===== config.mk =====
export PLATFORM = sky130hd
export DESIGN_NAME = mul_div_unit
export DESIGN_NICKNAME = d
export VERILOG_FILES = /design/src/md_pkg.sv /design/src/md_if.sv /design/src/md_decode.sv /design/src/md_execute.sv /design/src/md_result.sv /design/src/mul_div_unit.sv
export SDC_FILE = /design/constraint.sdc
export NUM_CORES = 1
export LEC_CHECK = 0
export ABC_AREA = 1
export BUFFER_PORTS_ARGS = -buffer_cell sky130_fd_sc_hd__buf_2
export CAP_MARGIN = 20
export CORE_ASPECT_RATIO = 1.75
export CORE_UTILIZATION = 50
export DETAILED_ROUTE_END_ITERATION = 10
export GPL_TIMING_DRIVEN = 0
export PLACE_DENSITY = 0.67
export SYNTH_ARGS = -nofsm -noshare
export SYNTH_HDL_FRONTEND = slang
export SYNTH_SLANG_ARGS = --single-unit

===== constraint.sdc =====
create_clock -name clk -period 3.9 [get_ports clk]
set_input_delay 0.78 -clock clk [delete_from_list [all_inputs] [get_ports clk]]
set_output_delay 0.78 -clock clk [all_outputs]
set_load 0.02 [all_outputs]

===== src/md_pkg.sv =====
package md_pkg;

   // register width of the core
   localparam int xlen = 32;

   typedef logic [xlen-1:0]   xlen_t;   // one register value
   typedef logic [2*xlen-1:0] dxlen_t;  // accumulator, shifted divisor
   typedef logic [4:0]        count_t;  // step counter, 31 down to 0
   typedef logic [2:0]        funct3_t;
   typedef logic [1:0]        out_sel_t;

   // RV32M funct3, OP opcode with funct7 = 0000001
   localparam funct3_t F3_MUL    = 3'b000;
   localparam funct3_t F3_MULH   = 3'b001;
   localparam funct3_t F3_MULHSU = 3'b010;
   localparam funct3_t F3_MULHU  = 3'b011;
   localparam funct3_t F3_DIV    = 3'b100;
   localparam funct3_t F3_DIVU   = 3'b101;
   localparam funct3_t F3_REM    = 3'b110;
   localparam funct3_t F3_REMU   = 3'b111;

   // which word of the corrected value goes out
   localparam out_sel_t OUT_LO  = 2'd0;  // low product word or quotient
   localparam out_sel_t OUT_HI  = 2'd1;  // high product word
   localparam out_sel_t OUT_REM = 2'd2;  // remainder
   // 2'd3 unused

endpackage


===== src/md_if.sv =====
`timescale 1ns/1ns

// decode to execute
interface md_cmd_if;
   import md_pkg::*;

   logic     start;    // request accepted this cycle
   logic     ready;    // execute idle
   logic     is_div;
   xlen_t    mag_1;    // dividend or multiplicand magnitude
   xlen_t    mag_2;    // divisor or multiplier magnitude
   logic     negate;   // final value gets negated
   out_sel_t out_sel;

   modport dec (
      output start, is_div, mag_1, mag_2, negate, out_sel,
      input  ready
   );

   modport exe (
      input  start, is_div, mag_1, mag_2, negate, out_sel,
      output ready
   );

endinterface

// execute to result
interface md_raw_if;
   import md_pkg::*;

   logic     done;     // one cycle, no back-pressure
   dxlen_t   acc;      // product or quotient magnitude
   xlen_t    rem;      // remainder magnitude
   logic     negate;
   out_sel_t out_sel;

   modport exe (
      output done, acc, rem, negate, out_sel
   );

   modport res (
      input  done, acc, rem, negate, out_sel
   );

endinterface


===== src/md_decode.sv =====
`timescale 1ns/1ns

module md_decode (
   md_cmd_if.dec           cmd,
   input  logic            req_valid,
   input  md_pkg::funct3_t req_funct3,
   input  md_pkg::xlen_t   req_rs1,
   input  md_pkg::xlen_t   req_rs2
);
   import md_pkg::*;

   logic signed_1;
   logic signed_2;
   logic sign_1;
   logic sign_2;
   logic is_rem;
   logic div_by_zero;

   always_comb begin
      signed_1 = 1'b0;
      signed_2 = 1'b0;
      is_rem   = 1'b0;
      case (req_funct3)
         F3_MULH: begin
            signed_1    = 1'b1;
            signed_2    = 1'b1;
            cmd.out_sel = OUT_HI;
         end
         F3_MULHSU: begin
            signed_1    = 1'b1;  // rs2 stays unsigned
            cmd.out_sel = OUT_HI;
         end
         F3_MULHU: cmd.out_sel = OUT_HI;
         F3_DIV: begin
            signed_1    = 1'b1;
            signed_2    = 1'b1;
            cmd.out_sel = OUT_LO;
         end
         F3_DIVU: cmd.out_sel = OUT_LO;
         F3_REM: begin
            signed_1    = 1'b1;
            signed_2    = 1'b1;
            is_rem      = 1'b1;
            cmd.out_sel = OUT_REM;
         end
         F3_REMU: begin
            is_rem      = 1'b1;
            cmd.out_sel = OUT_REM;
         end
         default: cmd.out_sel = OUT_LO;  // MUL low word is sign-agnostic
      endcase
   end

   assign sign_1 = signed_1 & req_rs1[xlen-1];
   assign sign_2 = signed_2 & req_rs2[xlen-1];

   // most negative value maps onto itself and is still the right unsigned magnitude
   assign cmd.mag_1 = sign_1 ? xlen_t'(-req_rs1) : req_rs1;
   assign cmd.mag_2 = sign_2 ? xlen_t'(-req_rs2) : req_rs2;

   assign cmd.is_div  = req_funct3[2];
   assign div_by_zero = (req_rs2 == '0);

   // zero divisor leaves the all-ones quotient as -1
   assign cmd.negate = is_rem ? sign_1
                              : (sign_1 ^ sign_2) & ~(cmd.is_div & div_by_zero);

   assign cmd.start = req_valid & cmd.ready;

   // funct3[2] and the output selection have to agree
   always_comb begin
      if (cmd.start) begin
         assert (cmd.is_div ? (cmd.out_sel inside {OUT_LO, OUT_REM})
                            : (cmd.out_sel inside {OUT_LO, OUT_HI}))
            else $error("md_decode: out_sel does not fit the operation");
      end
   end

endmodule


===== src/md_execute.sv =====
`timescale 1ns/1ns

module md_execute (
   input  logic  clk,
   input  logic  reset,
   md_cmd_if.exe cmd,
   md_raw_if.exe raw
);
   import md_pkg::*;

   typedef enum logic [1:0] {
      s_idle,
      s_compute,
      s_done
   } state_t;

   state_t   state;
   dxlen_t   a;        // multiplicand, or running remainder
   dxlen_t   b;        // shifted multiplier or divisor
   dxlen_t   acc;      // product or quotient bits
   count_t   counter;
   logic     is_div;
   logic     negate;
   out_sel_t out_sel;
   logic     a_geq;

   assign cmd.ready = (state == s_idle);
   assign a_geq     = (a >= b);

   always_ff @(posedge clk) begin
      if (reset) begin
         state <= s_idle;
      end else begin
         case (state)
            s_idle: begin
               if (cmd.start) begin
                  state <= s_compute;
               end
            end
            s_compute: begin
               if (counter == '0) begin
                  state <= s_done;  // last step
               end
            end
            s_done:  state <= s_idle;
            default: state <= s_idle;
         endcase
      end
   end

   always_ff @(posedge clk) begin
      if (cmd.start) begin
         a       <= {{xlen{1'b0}}, cmd.mag_1};
         b       <= {1'b0, cmd.mag_2, {(xlen-1){1'b0}}};  // mag_2 << 31
         acc     <= '0;
         counter <= count_t'(xlen - 1);
         is_div  <= cmd.is_div;
         negate  <= cmd.negate;
         out_sel <= cmd.out_sel;
      end else if (state == s_compute) begin
         counter <= counter - 1'b1;
         b       <= b >> 1;
         if (is_div) begin
            // restoring step, zero divisor sets every bit
            if (a_geq) begin
               a            <= a - b;
               acc[counter] <= 1'b1;
            end
         end else if (a[counter]) begin
            acc <= acc + b;  // b is mag_2 << counter here
         end
      end
   end

   assign raw.done    = (state == s_done);
   assign raw.acc     = acc;
   assign raw.rem     = a[xlen-1:0];
   assign raw.negate  = negate;
   assign raw.out_sel = out_sel;

   // done only right after the final step
   done_after_last_step: assert property (
      @(posedge clk) disable iff (reset)
      raw.done |-> $past(state == s_compute && counter == '0)
   ) else $error("md_execute: done without a completed step sequence");

   // decode must hold start off while busy
   start_only_when_idle: assert property (
      @(posedge clk) disable iff (reset)
      cmd.start |-> state == s_idle
   ) else $error("md_execute: start while not idle");

endmodule


===== src/md_result.sv =====
`timescale 1ns/1ns

module md_result (
   input  logic          clk,
   input  logic          reset,
   md_raw_if.res         raw,
   output logic          resp_valid,
   output md_pkg::xlen_t resp_result
);
   import md_pkg::*;

   dxlen_t chosen;
   dxlen_t corrected;
   xlen_t  word;

   always_comb begin
      if (raw.out_sel == OUT_REM) begin
         chosen = {{xlen{1'b0}}, raw.rem};
      end else begin
         chosen = raw.acc;
      end
   end

   // two's complement over the full 64 bits so MULH sees the borrow
   assign corrected = raw.negate ? dxlen_t'(-chosen) : chosen;

   always_comb begin
      if (raw.out_sel == OUT_HI) begin
         word = corrected[2*xlen-1:xlen];
      end else begin
         word = corrected[xlen-1:0];
      end
   end

   always_ff @(posedge clk) begin
      if (reset) begin
         resp_valid <= 1'b0;
      end else begin
         resp_valid <= raw.done;
      end
   end

   always_ff @(posedge clk) begin
      if (raw.done) begin
         resp_result <= word;  // held until the next done
      end
   end

   // each operation yields a single response strobe
   single_cycle_resp: assert property (
      @(posedge clk) disable iff (reset)
      resp_valid |=> !resp_valid
   ) else $error("md_result: resp_valid high on consecutive cycles");

endmodule


===== src/mul_div_unit.sv =====
`timescale 1ns/1ns

module mul_div_unit (
   input  logic            clk,
   input  logic            reset,
   input  logic            req_valid,
   input  md_pkg::funct3_t req_funct3,
   input  md_pkg::xlen_t   req_rs1,
   input  md_pkg::xlen_t   req_rs2,
   output logic            req_ready,
   output logic            resp_valid,
   output md_pkg::xlen_t   resp_result
);

   md_cmd_if cmd_if ();
   md_raw_if raw_if ();

   assign req_ready = cmd_if.ready;

   // funct3 and operands to magnitude command
   md_decode u_decode (
      .cmd        (cmd_if.dec),
      .req_valid  (req_valid),
      .req_funct3 (req_funct3),
      .req_rs1    (req_rs1),
      .req_rs2    (req_rs2)
   );

   md_execute u_execute (
      .clk   (clk),
      .reset (reset),
      .cmd   (cmd_if.exe),
      .raw   (raw_if.exe)
   );

   // sign fix-up and output register
   md_result u_result (
      .clk         (clk),
      .reset       (reset),
      .raw         (raw_if.res),
      .resp_valid  (resp_valid),
      .resp_result (resp_result)
   );

endmodule


Word level (Yosys, flattened, before mapping). Cells that the tools add are included.

Order comparisons: 3. Reductions and logical operators: 16. Shift operators: 0. Multiply operators: 0. Div/mod/pow operators: 0. $add $sub $neg: 6. Bitwise operators: 8. Muxes and demuxes: 26. Equal/unequal tests: 13.

Operator list (count): 64-bit two-way mux (5); 32-bit two-way mux (7); 63-bit two-way mux (2); 64-bit by 63-bit adder with 64-bit output (1); 64-bit by 63-bit >= comparator with 1-bit output (1); 32-bit negator (2); 64-bit negator (1); 64-bit by 32-bit bitwise OR with 64-bit output (1); 64-bit by 63-bit subtractor with 64-bit output (1); 32-bit logical NOT (1); 3-bit == test (second input constant) (3); 3-bit AND reduction (3); 2-bit case mux with 2 select lines (2); 2-bit nonzero test (4); 5-bit by 7-bit < comparator with 1-bit output (second input constant) (1); 3-bit by 2-bit == test with 1-bit output (second input constant) (2); 1-bit two-way mux (6); 3-bit OR reduction (2); 1-bit bitwise AND (5); 1-bit binary-select mux with 5-bit select (1); 1-bit demux with 5-bit select (1); 5-bit by 1-bit >= comparator with 1-bit output (second input constant) (1); 5-bit logical NOT (1); 5-bit by 1-bit subtractor with 5-bit output (second input constant) (1); 13 further kinds (17).

RAM bits: 0. Memories kept: 0. Register bits: 235. Bits of input ports: 70. Logic and storage cells: 84. Latch bits: 0. Bits in read-only memories: 0. Output and inout bits: 34.

Depth between registers and ports, before layout.
Depth in word-level cells: 7. Mapped depth: 20. Mapped depth without buffers: 19.

Modules after synthesis. A second synthesis with hierarchy kept.

Cell total of the unflattened synthesis: 4747. Area, all modules: 26558.0 µm².

By module, submodules not included: md_execute (area each 19759.0 µm², times used 1, cells an instance 3429, seq. area each 4724.5 µm²); md_result (area each 4713.3 µm², times used 1, cells an instance 874, seq. area each 980.9 µm²); md_decode (area each 2085.8 µm², times used 1, cells an instance 444, seq. area each 0.0 µm²).

Worst setup path after synthesis. OpenSTA, ideal clock, no wires.

Path type: register -> register. Start: register u_execute.a[0]. End: register u_execute.a[0], enable pin. Path buffers: 2. Path slack: 0.649 ns. Clock period less this slack: 3.251 ns. Data required time: 3.511 ns. Library setup time: 0.389 ns. Cell stages (with the launch flop): 19. Arrival: 2.862 ns. Cell sequence: edfxtp_1 inv_1 ha_1 fa_1 inv_1 nand2_1 nand2_1 nand3_1 nand2_1 nand2_1 nand2_1 nand2_1 nand2_2 nand2_1 nand3_1 nand2_2 buf_6 buf_2 nand2_1.

Word-level cells in the longest chain between the ends: 3.

RTL lines: start: declaration (RTL line md_execute.sv:18) `dxlen_t a;`; start signal: assignment (RTL line md_execute.sv:53) `a <= {{xlen{1'b0}}, cmd.mag_1};`; start signal: assignment (RTL line md_execute.sv:66) `a <= a - b;`; 64-bit by 63-bit >= comparator with 1-bit output (RTL line md_execute.sv:28) `assign a_geq = (a >= b);`; 2-bit nonzero test (no line); 3-bit AND reduction (no line).

Every way passes these cells. A chain may end at the register's enable or synchronous reset.

Worst setup path in the final report.
Start: register u_execute.out_sel[0] (netlist: u_execute.raw.out_sel[0]). End: register u_result.resp_result[12], data pin.

Word-level cells in the longest chain between the ends: 5. Elaborated cells on any way between the ends: 6. Classes of those cells: add/sub (1); eq/ne (2); mux (3).

RTL lines: start: declaration (RTL line md_execute.sv:24) `out_sel_t out_sel;`; start signal: assignment (RTL line md_execute.sv:59) `out_sel <= cmd.out_sel;`; 2-bit == test (RTL line md_result.sv:17) `if (raw.out_sel == OUT_REM) begin`; 64-bit two-way mux (RTL line md_result.sv:17); 64-bit negator (RTL line md_result.sv:25) `assign corrected = raw.negate ? dxlen_t'(-chosen) : chosen;`; 64-bit two-way mux (RTL line md_result.sv:25); 32-bit two-way mux (*) (RTL line md_result.sv:28) `if (raw.out_sel == OUT_HI) begin`; net u_result.word[12] (RTL line md_result.sv:14) `xlen_t word;`; end signal: assignment (RTL line md_result.sv:45) `resp_result <= word;`; end: declaration (RTL line md_result.sv:8) `output md_pkg::xlen_t resp_result`.

Mark *: on every way through the listed nets, which the timed path passes. The rest lies on a longest branch.

==> reports/metrics.csv <==
metric;value;unit
status;finished, violations left;
violations;DRC;
yosys_warnings;0;
dieArea;51800;sq um
gp_congestion;1.130;
fin_ws;149.0;ps
clk_latency;600;ps
dr.pass1.iters;9;
syn_avg_cell_area;5.626;sq um
post-route-drc-count;4;
nets;4865;
htree_levels;1;
start_kind;register;
cp_num_buf_inv;3;
wl_per_cell;24.23;um
vias;31204;
numPortBuffers;103;
area_delta_synth_final;9.752;%
worst_setup_path_end_kind;register;
die_h;300.3;um
rows;109;
ir_drop;381.3;uV
drive_gt1_frac;0.06198;
crit_arrival;4060;ps
cts.reportedPaths.clkPinSlew;70;ps
min_period;3751;ps
max_stage_delay;580;ps
cts_buffers;26;
dieWidth;172.5;um
core-area;50320;sq um
fmax;266.6;MHz
drt_iter0_markers;3258;
leakagePower;14.50;nW
grt_pass1_vias;29983;
max_cap_violations;0;
cts_setup_buffers;0;
hpwl;103800;um
cpLargestDelayFamily;simple AND/OR/NAND/NOR gates;
final_hold_viol_count;0;
slew_viol_final;0;
dominantRegCellSynth;dfxtp_1;
cts_max_path_buffers;3;
grt_max_degree;34;
finClkSkew;18.08;ps
synthArstFlopShare;0;
syn_inst;4520;
wl;129600;um
min_period_over_period;0.9618;
antenna_found_initial;9;
rsz0062_at_grt;false;
min_path_type;input pin to register;
seq_area_frac_synth;0.2244;
slowest_stage;nand3_1;
synth_edf_count;100;
cp_max_fo;10;
synth_area;25430;sq um
initial_utilization;0.5053;
critPathKind;register to register;
design.portCount;104;
finalPower;0.01295;W
grt-ovfl-total;0;
synthDistinctLibCells;53;
p_per_area;463.9;nW/um^2
ys_seq_elements;235;
cts_tree;yes;
crit_chain;inv_2 -> nand2_4 -> buf_4 -> o21ai_2 -> ha_1 -> nand3_1 -> inv_2 -> nand3_2 -> nor2_4 -> nand2_2 -> nand2_2 -> nand4_1 -> nand3_1 -> nand2_1;
grt_usage;0.5022;
tightest_slew;1302;ps
syn_nets;4725;
grt_pass1_wl;186000;um
postLayoutCoreUtil;0.5546;
max_slew_margin;0.1290;
cts_root_buffer;clkbuf_16;
fillers;5541;
post-place-ws;-327.5;ps
crit_required;4210;ps
via_per_inst;5.835;
clock-sinks;235;
setup_viol;0;
antenna_left;0;
[worst paths after layout]
| check | slack [ps] | depth (start not counted) | to | from |
|---|---|---|---|---|
| max | 150 | 14 | u_result.resp_result[12] | u_execute.raw.out_sel[0] |
| min | 380 | 2 | u_execute.state[1] | reset |
| max reg2reg | 150 | 14 | u_result.resp_result[12] | u_execute.raw.out_sel[0] |
| min reg2reg | 480 | 2 | u_execute.a[44] | u_execute.a[44] |
[repair_timing]
action,in CTS,in global routing
gates resized for setup,2,5
setup endpoints to repair,32,36
hold buffers,0,0
[worst reg2reg max path: stages, from the launching register on]
cell,delay [ps]
edfxtp_1,430
inv_2,100
nand2_4,120
buf_4,250
o21ai_2,290
ha_1,270
nand3_1,170
inv_2,140
nand3_2,180
nor2_4,250
nand2_2,100
nand2_2,300
nand4_1,170
nand3_1,580
nand2_1,120
[sequential cells by signal, summed over array words and instances, names as in the netlist]
signal and cells:
u_execute.counter 5, u_result.resp_result 32, u_result.resp_valid 1, u_execute.raw.out_sel 2
u_execute.state 2, u_execute.raw.negate 1, u_execute.b 63, u_execute.a 64
u_execute.raw.acc 64, u_execute.is_div 1
[routing by layer]
metal,GRT usage,part of all wire,up-vias
met1,0.4758,0.32,13981
met2,0.8070,0.45,1778
li1,-,-,14701
met5,0,0.00042,-
met3,0.1562,0.097,736
met4,0.5643,0.13,8
[logic make-up after synthesis]
family / Yosys count / share of synthesized area
AOI/OAI and AO/OA: 766 / 0.1633
xor gates and xnor gates: 36 / 0.01240
DFF: 235 / 0.2244
buffers and inverters: 845 / 0.1296
and+or+nand+nor: 2503 / 0.4033
adders and majority gates: 135 / 0.06702
[placed cells by master, fill, tap and decap left out, drive strengths merged, types with 37 or more instances in the layout]
cell    instances
a21oi         335
buf           161
clkbuf         94
dfxtp         135
edfxtp        100
ha            133
inv           739
nand2        1486
nand3         275
nand4          43
nor2          568
nor3           65
o21ai         329
o21bai         37
[Yosys cell counts (all sizes together), types with 4 or more instances]
cell / instances / area (sq um)
o21a: 4 / 30.03
nand2: 1486 / 5630
o21ai: 329 / 1733
inv: 736 / 2763
nand3b: 24 / 180.2
or2: 20 / 125.1
o31ai: 6 / 45.04
a21boi: 7 / 52.55
o22ai: 24 / 156.4
ha: 133 / 1664
dfxtp: 135 / 2703
buf: 50 / 311.5
nor3: 65 / 330.3
and3: 4 / 25.02
nand4: 43 / 269.0
o21bai: 37 / 277.8
nor2: 568 / 2185
xor2: 21 / 183.9
a21oi: 335 / 1677
nand3: 275 / 1391
clkbuf: 57 / 214.0
and2: 9 / 56.30
xnor2: 15 / 131.4
o211ai: 10 / 75.07
edfxtp: 100 / 3003
a31oi: 5 / 31.28
nor4: 8 / 50.05
[power by group]
group          total (W)  switching, W  internal [W]
logic            0.00663       0.00472       0.00191
clock network    0.00291       0.00124       0.00167
registers        0.00341      0.000449       0.00296
total             0.0129       0.00641       0.00654
[cell type report]
class	count	area [sq um]	share of cell area
Tap cell	666	833.3	0.02986
Buffer	106	520.5	0.01865
Multi-Input combinational cell	3440	16470	0.5902
Timing Repair Buffer	113	651.9	0.02336
Sequential cell	235	5705	0.2044
Clock buffer	36	782.0	0.02802
Clock inverter	11	165.2	0.005918
Antenna cell	3	7.507	0.0002690
Inverter	738	2770	0.09926
[through the flow]
stage	instances	hold slack [ps]	area, sq um	setup TNS (ps)
2_1_floorplan	4520	444.2	25430	0
4_1_cts	5340	377.0	27820	0
3_3_place_gp	5289	459.2	26780	-29170
6_report	5348	377.1	27910	0
3_5_place_dp	5293	468.0	26850	-10410
5_1_grt	5345	381.4	27900	0
(Power assumes the default switching activity.)
